`src/frontend_pkg.sv`:
```
package frontend_pkg;

  // ====================
  // sizes
  // ====================
  localparam int XLEN            = 32;
  localparam int INST_BYTES      = 4;
  localparam int IBUF_DEPTH      = 4;
  localparam int IBUF_PTR_W      = $clog2(IBUF_DEPTH);
  localparam int IBUF_CNT_W      = 3;   // holds 0..IBUF_DEPTH and inflight+occupancy
  localparam int MAX_OUTSTANDING = 2;
  localparam int OUTS_PTR_W      = $clog2(MAX_OUTSTANDING);

  localparam logic [XLEN-1:0] PC_RESET = 32'h0000_1000;

  // axi encodings
  localparam logic [2:0] AR_PROT_INST = 3'b100;  // unprivileged, secure, instruction
  localparam logic [1:0] RESP_OKAY    = 2'b00;

  // ====================
  // enums
  // ====================
  typedef enum logic [1:0] {
    NONE         = 2'd0,
    SILENT_FLUSH = 2'd1,
    XRET         = 2'd2,
    EXCEPTION    = 2'd3
  } commit_kind_e;

  typedef enum logic {
    MRET = 1'b0,
    SRET = 1'b1
  } xret_e;

  typedef enum logic [1:0] {
    INIT            = 2'd0,
    FETCH_REQ       = 2'd1,
    WAIT_IBUF_FREE  = 2'd2,
    WAIT_FLUSH_FREE = 2'd3
  } fetch_state_e;

  // ====================
  // structs
  // ====================
  typedef struct packed {
    logic            valid;
    commit_kind_e    kind;
    xret_e           xret;
    logic [3:0]      cause;   // mcause exception code
    logic [XLEN-1:0] epc;
  } commit_t;

  typedef struct packed {
    logic            valid;
    logic            mispredict;
    logic [XLEN-1:0] target;
  } br_upd_t;

  typedef struct packed {
    logic [XLEN-1:0] mepc;
    logic [XLEN-1:0] sepc;
    logic [XLEN-1:0] mtvec;
    logic [XLEN-1:0] stvec;
    logic [15:0]     medeleg;
  } csr_vec_t;

  typedef struct packed {
    logic            valid;
    logic [XLEN-1:0] pc;
  } redirect_t;

  typedef struct packed {
    logic [XLEN-1:0] pc;
    logic [XLEN-1:0] inst;
    logic            fault;   // access fault on the read
  } fetch_word_t;

  typedef struct packed {
    logic [XLEN-1:0] addr;
    logic [2:0]      prot;
  } axi_ar_t;

  typedef struct packed {
    logic [XLEN-1:0] data;
    logic [1:0]      resp;
  } axi_r_t;

endpackage

```
`src/redirect_target.sv`:
```
module redirect_target (
  input  frontend_pkg::commit_t   i_commit,
  input  frontend_pkg::br_upd_t   i_br_upd,
  input  frontend_pkg::csr_vec_t  i_csr,
  output frontend_pkg::redirect_t o_redirect
);

  logic                          w_commit_flush;
  logic                          w_br_flush;
  logic                          w_delegated;
  logic [frontend_pkg::XLEN-1:0] w_trap_vec;
  logic [frontend_pkg::XLEN-1:0] w_xret_pc;
  logic [frontend_pkg::XLEN-1:0] w_target;

  // ====================
  // redirect sources
  // ====================
  assign w_commit_flush = i_commit.valid && (i_commit.kind != frontend_pkg::NONE);
  assign w_br_flush     = i_br_upd.valid && i_br_upd.mispredict;

  // exception goes to S-mode when its cause is delegated
  assign w_delegated = i_csr.medeleg[i_commit.cause];
  assign w_trap_vec  = w_delegated ? i_csr.stvec : i_csr.mtvec;

  assign w_xret_pc = (i_commit.xret == frontend_pkg::MRET) ? i_csr.mepc : i_csr.sepc;

  // ====================
  // target select
  // ====================
  // commit has priority over a branch in the same cycle
  always_comb begin
    w_target = '0;
    if (w_commit_flush) begin
      case (i_commit.kind)
        frontend_pkg::SILENT_FLUSH: begin
          w_target = i_commit.epc + frontend_pkg::INST_BYTES;  // resume after the flushing inst
        end
        frontend_pkg::XRET: begin
          w_target = w_xret_pc;
        end
        frontend_pkg::EXCEPTION: begin
          w_target = w_trap_vec;
        end
        default: begin
          w_target = '0;
        end
      endcase
    end else if (w_br_flush) begin
      w_target = i_br_upd.target;
    end
  end

  assign o_redirect.valid = w_commit_flush | w_br_flush;
  // word aligned, also strips the tvec mode bits
  assign o_redirect.pc    = {w_target[frontend_pkg::XLEN-1:2], 2'b00};

endmodule

```
`src/fetch_pc_ctrl.sv`:
```
module fetch_pc_ctrl (
  input  logic                                i_clk,
  input  logic                                i_reset_n,
  input  frontend_pkg::redirect_t             i_redirect,
  input  logic [frontend_pkg::IBUF_CNT_W-1:0] i_inflight,
  input  logic [frontend_pkg::IBUF_CNT_W-1:0] i_ibuf_count,
  input  logic                                i_ar_accept,
  output logic                                o_issue_valid,
  output logic [frontend_pkg::XLEN-1:0]       o_issue_addr
);

  frontend_pkg::fetch_state_e r_state;
  frontend_pkg::fetch_state_e w_state_next;

  logic [frontend_pkg::XLEN-1:0]     r_pc;
  logic [frontend_pkg::XLEN-1:0]     w_pc_next;
  logic [frontend_pkg::XLEN-1:0]     r_redir_pc;  // target parked behind a pending AR
  logic                              r_ar_pending;
  logic [frontend_pkg::IBUF_CNT_W:0] w_reserved;
  logic                              w_credit_ok;
  logic                              w_slot_free;
  logic                              w_active;
  logic                              w_fire;

  // ====================
  // issue decision
  // ====================
  // every read in flight will claim a buffer entry
  assign w_reserved  = i_inflight + i_ibuf_count;
  assign w_credit_ok = (w_reserved < frontend_pkg::IBUF_DEPTH) &&
                       (i_inflight < frontend_pkg::MAX_OUTSTANDING);
  assign w_slot_free = !r_ar_pending || i_ar_accept;  // AR register frees up this cycle
  assign w_active    = (r_state == frontend_pkg::FETCH_REQ) ||
                       (r_state == frontend_pkg::WAIT_IBUF_FREE);
  assign w_fire      = w_active && w_credit_ok && w_slot_free && !i_redirect.valid;

  assign o_issue_valid = w_fire;
  assign o_issue_addr  = r_pc;

  // ====================
  // state machine
  // ====================
  always_comb begin
    w_state_next = r_state;
    w_pc_next    = w_fire ? r_pc + frontend_pkg::INST_BYTES : r_pc;
    if (i_redirect.valid) begin
      if (r_ar_pending && !i_ar_accept) begin
        w_state_next = frontend_pkg::WAIT_FLUSH_FREE;  // old AR can't be withdrawn
      end else begin
        w_state_next = frontend_pkg::FETCH_REQ;
        w_pc_next    = i_redirect.pc;
      end
    end else begin
      case (r_state)
        frontend_pkg::INIT: begin
          w_state_next = frontend_pkg::FETCH_REQ;
        end
        frontend_pkg::FETCH_REQ, frontend_pkg::WAIT_IBUF_FREE: begin
          w_state_next = w_credit_ok ? frontend_pkg::FETCH_REQ : frontend_pkg::WAIT_IBUF_FREE;
        end
        frontend_pkg::WAIT_FLUSH_FREE: begin
          if (i_ar_accept) begin
            w_state_next = frontend_pkg::FETCH_REQ;
            w_pc_next    = r_redir_pc;
          end
        end
        default: begin
          w_state_next = frontend_pkg::INIT;
        end
      endcase
    end
  end

  always_ff @(posedge i_clk or negedge i_reset_n) begin
    if (!i_reset_n) begin
      r_state      <= frontend_pkg::INIT;
      r_pc         <= frontend_pkg::PC_RESET;
      r_ar_pending <= 1'b0;
    end else begin
      r_state      <= w_state_next;
      r_pc         <= w_pc_next;
      r_ar_pending <= w_fire || (r_ar_pending && !i_ar_accept);
    end
  end

  always_ff @(posedge i_clk) begin
    if (i_redirect.valid) begin
      r_redir_pc <= i_redirect.pc;
    end
  end

endmodule

```
`src/fetch_axi_master.sv`:
```
module fetch_axi_master (
  input  logic                                i_clk,
  input  logic                                i_reset_n,
  input  frontend_pkg::redirect_t             i_redirect,
  input  logic                                i_issue_valid,
  input  logic [frontend_pkg::XLEN-1:0]       i_issue_addr,
  output logic                                o_ar_accept,
  output logic [frontend_pkg::IBUF_CNT_W-1:0] o_inflight,
  output logic                                o_arvalid,
  output frontend_pkg::axi_ar_t               o_ar,
  input  logic                                i_arready,
  input  logic                                i_rvalid,
  input  frontend_pkg::axi_r_t                i_r,
  output logic                                o_rready,
  output logic                                o_push_valid,
  output frontend_pkg::fetch_word_t           o_push
);

  logic                                r_arvalid;
  logic [frontend_pkg::XLEN-1:0]       r_ar_addr;
  logic                                r_ar_stale;  // pending AR overtaken by a redirect
  logic [frontend_pkg::XLEN-1:0]       r_pc_q [frontend_pkg::MAX_OUTSTANDING];
  logic [frontend_pkg::OUTS_PTR_W-1:0] r_q_wptr;
  logic [frontend_pkg::OUTS_PTR_W-1:0] r_q_rptr;
  logic [frontend_pkg::IBUF_CNT_W-1:0] r_inflight;   // accepted, no response yet
  logic [frontend_pkg::IBUF_CNT_W-1:0] w_inflight_next;
  logic [frontend_pkg::IBUF_CNT_W-1:0] r_drop;
  logic [frontend_pkg::IBUF_CNT_W-1:0] w_drop_next;
  logic                                w_ar_hs;
  logic                                w_r_hs;
  logic                                w_drop_resp;

  // ====================
  // AR channel
  // ====================
  assign w_ar_hs = r_arvalid & i_arready;

  always_ff @(posedge i_clk or negedge i_reset_n) begin
    if (!i_reset_n) begin
      r_arvalid  <= 1'b0;
      r_ar_stale <= 1'b0;
    end else begin
      if (i_issue_valid) begin
        r_arvalid <= 1'b1;
      end else if (w_ar_hs) begin
        r_arvalid <= 1'b0;
      end
      if (i_issue_valid || w_ar_hs) begin
        r_ar_stale <= 1'b0;
      end else if (i_redirect.valid && r_arvalid) begin
        r_ar_stale <= 1'b1;
      end
    end
  end

  always_ff @(posedge i_clk) begin
    if (i_issue_valid) begin
      r_ar_addr <= i_issue_addr;
    end
  end

  assign o_arvalid   = r_arvalid;
  assign o_ar.addr   = r_ar_addr;
  assign o_ar.prot   = frontend_pkg::AR_PROT_INST;
  assign o_ar_accept = w_ar_hs;
  assign o_inflight  = r_inflight + r_arvalid;  // pending AR counts too

  // ====================
  // R channel
  // ====================
  assign o_rready    = 1'b1;
  assign w_r_hs      = i_rvalid & o_rready;
  assign w_drop_resp = w_r_hs & (r_drop != '0);  // stale reads always come back first

  assign o_push_valid = w_r_hs & !w_drop_resp & !i_redirect.valid;
  assign o_push.pc    = r_pc_q[r_q_rptr];
  assign o_push.inst  = i_r.data;
  assign o_push.fault = (i_r.resp != frontend_pkg::RESP_OKAY);

  always_comb begin
    w_inflight_next = r_inflight + w_ar_hs - w_r_hs;
    if (i_redirect.valid) begin
      w_drop_next = w_inflight_next;  // everything still out is stale
    end else begin
      w_drop_next = r_drop + (w_ar_hs & r_ar_stale) - w_drop_resp;
    end
  end

  always_ff @(posedge i_clk or negedge i_reset_n) begin
    if (!i_reset_n) begin
      r_q_wptr   <= '0;
      r_q_rptr   <= '0;
      r_inflight <= '0;
      r_drop     <= '0;
    end else begin
      if (w_ar_hs) begin
        r_q_wptr <= r_q_wptr + 1'b1;
      end
      if (w_r_hs) begin
        r_q_rptr <= r_q_rptr + 1'b1;
      end
      r_inflight <= w_inflight_next;
      r_drop     <= w_drop_next;
    end
  end

  always_ff @(posedge i_clk) begin
    if (w_ar_hs) begin
      r_pc_q[r_q_wptr] <= r_ar_addr;
    end
  end

endmodule

```
`src/inst_buffer.sv`:
```
module inst_buffer (
  input  logic                                i_clk,
  input  logic                                i_reset_n,
  input  frontend_pkg::redirect_t             i_redirect,
  input  logic                                i_push_valid,
  input  frontend_pkg::fetch_word_t           i_push,
  output logic [frontend_pkg::IBUF_CNT_W-1:0] o_count,
  output logic                                o_disp_valid,
  output frontend_pkg::fetch_word_t           o_disp,
  input  logic                                i_disp_ready
);

  frontend_pkg::fetch_word_t           r_mem [frontend_pkg::IBUF_DEPTH];
  logic [frontend_pkg::IBUF_PTR_W-1:0] r_wptr;
  logic [frontend_pkg::IBUF_PTR_W-1:0] r_rptr;
  logic [frontend_pkg::IBUF_CNT_W-1:0] r_count;
  logic                                w_push;
  logic                                w_pop;

  // ====================
  // pointers
  // ====================
  assign w_push = i_push_valid & !i_redirect.valid;  // nothing enters on a flush
  assign w_pop  = o_disp_valid & i_disp_ready;

  always_ff @(posedge i_clk or negedge i_reset_n) begin
    if (!i_reset_n) begin
      r_wptr  <= '0;
      r_rptr  <= '0;
      r_count <= '0;
    end else if (i_redirect.valid) begin
      // a pop this cycle still sees the old head
      r_wptr  <= '0;
      r_rptr  <= '0;
      r_count <= '0;
    end else begin
      if (w_push) begin
        r_wptr <= r_wptr + 1'b1;
      end
      if (w_pop) begin
        r_rptr <= r_rptr + 1'b1;
      end
      r_count <= r_count + w_push - w_pop;
    end
  end

  // ====================
  // storage
  // ====================
  always_ff @(posedge i_clk) begin
    if (w_push) begin
      r_mem[r_wptr] <= i_push;
    end
  end

  assign o_count      = r_count;
  assign o_disp_valid = (r_count != '0);
  assign o_disp       = r_mem[r_rptr];  // head stays put while stalled

endmodule

```
`src/frontend_top.sv`:
```
module frontend_top (
  input  logic                      i_clk,
  input  logic                      i_reset_n,

  // back end
  input  frontend_pkg::commit_t     i_commit,
  input  frontend_pkg::br_upd_t     i_br_upd,
  input  frontend_pkg::csr_vec_t    i_csr,

  // AXI4-Lite read
  output logic                      o_arvalid,
  output frontend_pkg::axi_ar_t     o_ar,
  input  logic                      i_arready,
  input  logic                      i_rvalid,
  input  frontend_pkg::axi_r_t      i_r,
  output logic                      o_rready,

  // dispatch
  output logic                      o_disp_valid,
  output frontend_pkg::fetch_word_t o_disp,
  input  logic                      i_disp_ready
);

  frontend_pkg::redirect_t             w_redirect;
  logic                                w_issue_valid;
  logic [frontend_pkg::XLEN-1:0]       w_issue_addr;
  logic                                w_ar_accept;
  logic [frontend_pkg::IBUF_CNT_W-1:0] w_inflight;
  logic [frontend_pkg::IBUF_CNT_W-1:0] w_ibuf_count;
  logic                                w_push_valid;
  frontend_pkg::fetch_word_t           w_push;

  redirect_target u_redirect_target (
    .i_commit   (i_commit),
    .i_br_upd   (i_br_upd),
    .i_csr      (i_csr),
    .o_redirect (w_redirect)
  );

  fetch_pc_ctrl u_fetch_pc_ctrl (
    .i_clk         (i_clk),
    .i_reset_n     (i_reset_n),
    .i_redirect    (w_redirect),
    .i_inflight    (w_inflight),
    .i_ibuf_count  (w_ibuf_count),
    .i_ar_accept   (w_ar_accept),
    .o_issue_valid (w_issue_valid),
    .o_issue_addr  (w_issue_addr)
  );

  fetch_axi_master u_fetch_axi_master (
    .i_clk         (i_clk),
    .i_reset_n     (i_reset_n),
    .i_redirect    (w_redirect),
    .i_issue_valid (w_issue_valid),
    .i_issue_addr  (w_issue_addr),
    .o_ar_accept   (w_ar_accept),
    .o_inflight    (w_inflight),
    .o_arvalid     (o_arvalid),
    .o_ar          (o_ar),
    .i_arready     (i_arready),
    .i_rvalid      (i_rvalid),
    .i_r           (i_r),
    .o_rready      (o_rready),
    .o_push_valid  (w_push_valid),
    .o_push        (w_push)
  );

  inst_buffer u_inst_buffer (
    .i_clk        (i_clk),
    .i_reset_n    (i_reset_n),
    .i_redirect   (w_redirect),
    .i_push_valid (w_push_valid),
    .i_push       (w_push),
    .o_count      (w_ibuf_count),
    .o_disp_valid (o_disp_valid),
    .o_disp       (o_disp),
    .i_disp_ready (i_disp_ready)
  );

endmodule

```
`config.mk`:
```
export PLATFORM = sky130hd
export DESIGN_NAME = frontend_top
export DESIGN_NICKNAME = d
export VERILOG_FILES = /design/src/frontend_pkg.sv /design/src/redirect_target.sv /design/src/fetch_pc_ctrl.sv /design/src/fetch_axi_master.sv /design/src/inst_buffer.sv /design/src/frontend_top.sv
export SDC_FILE = /design/constraint.sdc
export NUM_CORES = 1
export LEC_CHECK = 0
export ABC_AREA = 0
export BUFFER_PORTS_ARGS = -buffer_cell sky130_fd_sc_hd__buf_2
export CAP_MARGIN = 20
export CORE_MARGIN = 1
export CORE_UTILIZATION = 36
export CTS_CLUSTER_DIAMETER = 120
export DETAILED_ROUTE_END_ITERATION = 7
export GPL_TIMING_DRIVEN = 0
export HOLD_SLACK_MARGIN = 0.15
export PLACE_DENSITY = 0.53
export SETUP_SLACK_MARGIN = 0.5
export SLEW_MARGIN = 5
export SYNTH_ARGS = -nofsm -noshare
export SYNTH_HDL_FRONTEND = slang
export SYNTH_SLANG_ARGS = --single-unit
export TNS_END_PERCENT = 20
```
`constraint.sdc`:
```
create_clock -name i_clk -period 4.8 [get_ports i_clk]
set_clock_uncertainty 0.1 [all_clocks]
set_input_delay 0 -clock i_clk [delete_from_list [all_inputs] [get_ports i_clk]]
set_output_delay 0 -clock i_clk [all_outputs]
set_load 0.01 [all_outputs]
```
==> run_results.csv <==
group,metric,value,unit
run_status,status,"finished clean",
synth,ys_ff_latch,422,
timing,finalCriticalPeriod,4.17,ns
synth,netlist.area_leader.share,0.582,
grt,global_route.usage.total,0.213,
route,detail_route.wl_per_cell,22.3,um
cells_and_area,final_cells,2610,
setup_path,crit_top_cell,"dlygate4sd3_1",
die,ioPinCount,360,
worst_hold_path,min_to,"u_fetch_pc_ctrl.o_issue_addr[24]",
pwr,pwr-share-seq,0.442,
placed_design,placedCellCount,2338,
die,start_util,0.365,
synth,ys_types,69,
cells_and_area,final_core_util,0.481,
grt,grt_overflow_total,0,
route,vias,13400,
synth,synth_area,19200,um^2
timing,setup_tns,0,ns
setup_path,reg2reg_from,"u_fetch_axi_master.o_arvalid",
timing,rsz0062_at_grt,"no",
placed_design,gp_congestion,0.925,
pwr,power.internal,0.00755,W
timing,period_share,0.869,
timing,setup_viol,0,
placed_design,dp_slack,0.563,ns
grt,grt_pass1_wl,85.5,mm
timing,fmax,0.240,GHz
synth,synth-seq-area-share,0.648,
cells_and_area,final_net_count,2162,
pwr,total_leakage_power,9.40,nW
timing,drv_slew,0,
timing,max_slew_margin,0.134,
setup_path,r2r_cells,13,
cells_and_area,area_growth,31.7,%
clock_network,path_clk_slew,0.06,ns
pwr,p_clk_frac,0.308,
setup_path,cp_slowest_cell,"dlygate4sd3_1",
pwr,switching_share,0.294,
setup_path,critPathMaxStageDelay,0.59,ns
setup_path,cp-end-kind,"flop",
worst_hold_path,hp-start,"i_csr[40]",
setup_path,critical_path_required,5.14,ns
setup_path,path_delay_family,"buffers and inverters",
cells_and_area,drive_above_1_share,0.284,
route,first_pass_iters,5,
pwr,peakVddDrop,0.231,mV
die,fp.dieH,233,um
clock_network,cts_buffers,44,
worst_hold_path,hold_depth,5,
route,ant_nets,0,
synth,synth_largest_area_cell,"edfxtp_1",
clock_network,cts_buffer_depth,3,
grt,grt_pass1_vias,13900,
synth,async_flop_share,0.118,
setup_path,crit_type,"in2reg",
synth,synth_ff_type,"edfxtp_1",
clock_network,cts_tree,"yes",
die,num_rows,84,
synth,netlist_instances,1301,
timing,holdWs,0.178,ns
setup_path,reg2reg_to,"u_fetch_pc_ctrl.o_issue_addr[4]",
timing,worstMarginPinSlew,1.29,ns
route,wl,58.3,mm
placed_design,dp.final_hpwl,42.7,mm
pwr,p_sw,0.00314,W
clock_network,root_buffer,"clkbuf_16",
setup_path,cp_max_fo,10,
setup_path,path_cells,"buf_2 -> mux4_2 -> mux2i_1 -> buf_4 -> buf_4 -> mux2i_1 -> dlygate4sd3_1 -> o22ai_1 -> dlygate4sd3_1 -> nor2_1 -> dlygate4sd3_1 -> o21ai_0 -> dlygate4sd3_1",
clock_network,numClockSinks,422,
die,die_x,233,um
flow_run,max_cap_violations,0,
clock_network,cts_setup_buffers,0,
pwr,power.density,423,nW/um^2
synth,synth-edff-count,372,
grt,grt_max_degree,53,
worst_hold_path,min-delay-path-class,"in2reg",
route,via_per_inst,5.12,
cells_and_area,fillCellCount,4795,
die,core,52600,um^2
setup_path,arrival,4.51,ns
route,drt_iter0_drc,696,
pwr,combPwrFrac,0.249,
die,die_area,54200,um^2
synth,synthTopCellsByArea,"edfxtp_1 (58%), mux4_2 (7.9%), dfrtp_1 (6.4%)",
setup_path,cp_num_cells,13,
clock_network,htreeDepth,2,
grt,antenna_found_initial,1,
route,drc,0,
setup_path,worst-path-buf-inv,7,
timing,hold_viol,0,
setup_path,cp-start-kind,"primary input",
setup_path,rrSetupSlack,0.69,ns
placed_design,port_buffers,336,
clock_network,insertion_delay,0.55,ns
synth,synth-warning-count,0,
synth,synth.avg_cell_area,14.7,um^2
timing,setup_ws,0.628,ns
## synthesized netlist by cell type, types with 8 or more instances
master    number
edfxtp_1     372
nand2_1       85
nor2_1        80
mux2i_1       72
mux4_2        67
o21ai_0       55
dfrtp_1       49
clkbuf_1      46
a21oi_1       45
nand3_1       44
xnor2_1       36
mux2_2        33
xor2_1        26
and3_1        22
inv_1         20
nand4_1       20
nor3_1        19
ha_1          17
o22ai_1       16
buf_1         15
o221ai_1      12
and2_1        11
buf_4         11
o211ai_1      11
a211oi_1       8
nor4_1         8
## layer usage
layer / routed length [um] / GRT usage / share of wire
met3: 3140 / 0.0348 / 0.054
met4: 2260 / 0.0870 / 0.039
met1: 22900 / 0.251 / 0.39
met2: 30000 / 0.382 / 0.51
met5: 0 / 0 / 0
## power groups by stage
stage,sequential (W),clock [W],combinational [W]
finish,0.00473,0.00330,0.00267
detailed placement,0.00481,0,0.00252
global placement,0.00480,0,0.00247
CTS,0.00473,0.00338,0.00270
global route,0.00477,0.00351,0.00292
floorplan,0.00470,0,0.00162
## worst max path at each step
stage	endpoint	from	slack, ns
4_1_cts	u_fetch_pc_ctrl.o_issue_addr[4]	u_fetch_axi_master.o_arvalid	0.53
2_1_floorplan	u_fetch_pc_ctrl.o_issue_addr[4]	u_fetch_axi_master.o_arvalid	1.00
3_5_place_dp	u_fetch_pc_ctrl.o_issue_addr[4]	u_fetch_axi_master.o_arvalid	0.56
3_3_place_gp	u_inst_buffer.r_mem[1][48]	i_commit[38]	-0.44
5_1_grt	u_fetch_pc_ctrl.o_issue_addr[18]	i_commit[32]	0.53
6_report	u_fetch_pc_ctrl.o_issue_addr[18]	i_commit[32]	0.63
## logic make-up (layout without fill, tap and decap cells)
group	after synthesis	in the layout	synth area share
compound gates	198	198	0.0665
xor+xnor	62	62	0.0283
fa+ha+maj	20	20	0.0142
buf+inv	100	714	0.0225
flops	422	422	0.648
mux	174	174	0.137
other cells	2	9	0.000392
simple gates	323	323	0.0830
## registers in the layout, summed over array words and instances (netlist names)
name,cells
u_inst_buffer.r_mem,252
u_fetch_pc_ctrl.r_ar_pending,1
u_fetch_axi_master.r_ar_addr,30
u_fetch_pc_ctrl.o_issue_addr,30
u_fetch_axi_master.r_inflight,3
u_fetch_axi_master.r_pc_q,60
u_inst_buffer.r_wptr,2
u_fetch_pc_ctrl.r_redir_pc,30
u_inst_buffer.r_rptr,2
u_fetch_axi_master.r_drop,3
u_inst_buffer.o_count,3
u_fetch_axi_master.r_q_rptr,1
u_fetch_axi_master.o_arvalid,1
u_fetch_pc_ctrl.r_state,2
u_fetch_axi_master.r_q_wptr,1
u_fetch_axi_master.r_ar_stale,1
## layout by cell type, fill, tap and decap left out, types with 7 or more instances in the layout
cell,netlist,routed
nand2_1,85,85
nor3_1,19,19
nor4_1,8,8
ha_1,17,17
a21oi_1,45,45
mux4_2,67,67
clkinv_2,0,11
a31oi_1,7,7
a211oi_1,8,8
xor2_1,26,26
clkbuf_1,46,57
xnor2_1,36,36
inv_1,20,20
mux2_2,33,33
dfrtp_1,49,49
o21ai_0,55,55
and2_1,11,7
buf_4,11,11
mux2i_1,72,72
nand4_1,20,20
clkbuf_16,0,45
o22ai_1,16,16
nor2_1,80,79
dlygate4sd3_1,0,188
buf_2,6,343
edfxtp_1,372,372
conb_1,2,8
and3_1,22,21
o211ai_1,11,11
buf_1,15,14
nand3_1,44,44
o221ai_1,12,12
## cell type report
cell class / instances / area (um^2) / share of cell area
Sequential cell: 422 / 12400 / 0.492
Antenna cell: 1 / 2.50 / 0.0000991
Buffer: 79 / 354 / 0.0140
Inverter: 21 / 80.1 / 0.00317
Clock buffer: 58 / 1190 / 0.0473
Tap cell: 688 / 861 / 0.0341
Clock inverter: 24 / 209 / 0.00827
Multi-Input combinational cell: 785 / 6370 / 0.252
Timing Repair Buffer: 532 / 3760 / 0.149
## worst register-to-register path: cells and delay by family, from the launching register on
kind,cells,cell delay (ns)
DFF,1,0.40
buffers and inverters,2,0.57
adders and majority gates,3,0.69
and+or+nand+nor,3,0.92
AOI/OAI and AO/OA,3,0.82
xor gates and xnor gates,2,0.49
## repair_timing
item | 4_1_cts | 5_1_grt
hold endpoints to repair | 267 | 0
setup endpoints to repair | 0 | 1
hold buffers | 188 | 0
gates resized for setup | 0 | 1
## metrics by stage
step                instance area, um^2  total power [W]
floorplan                         19200          0.00632
global placement                  21700          0.00728
detailed placement                21900          0.00732
CTS                               25200           0.0108
global route                      25300           0.0112
finish                            25300           0.0107
Note: power is estimated with default switching activity, not from simulation.
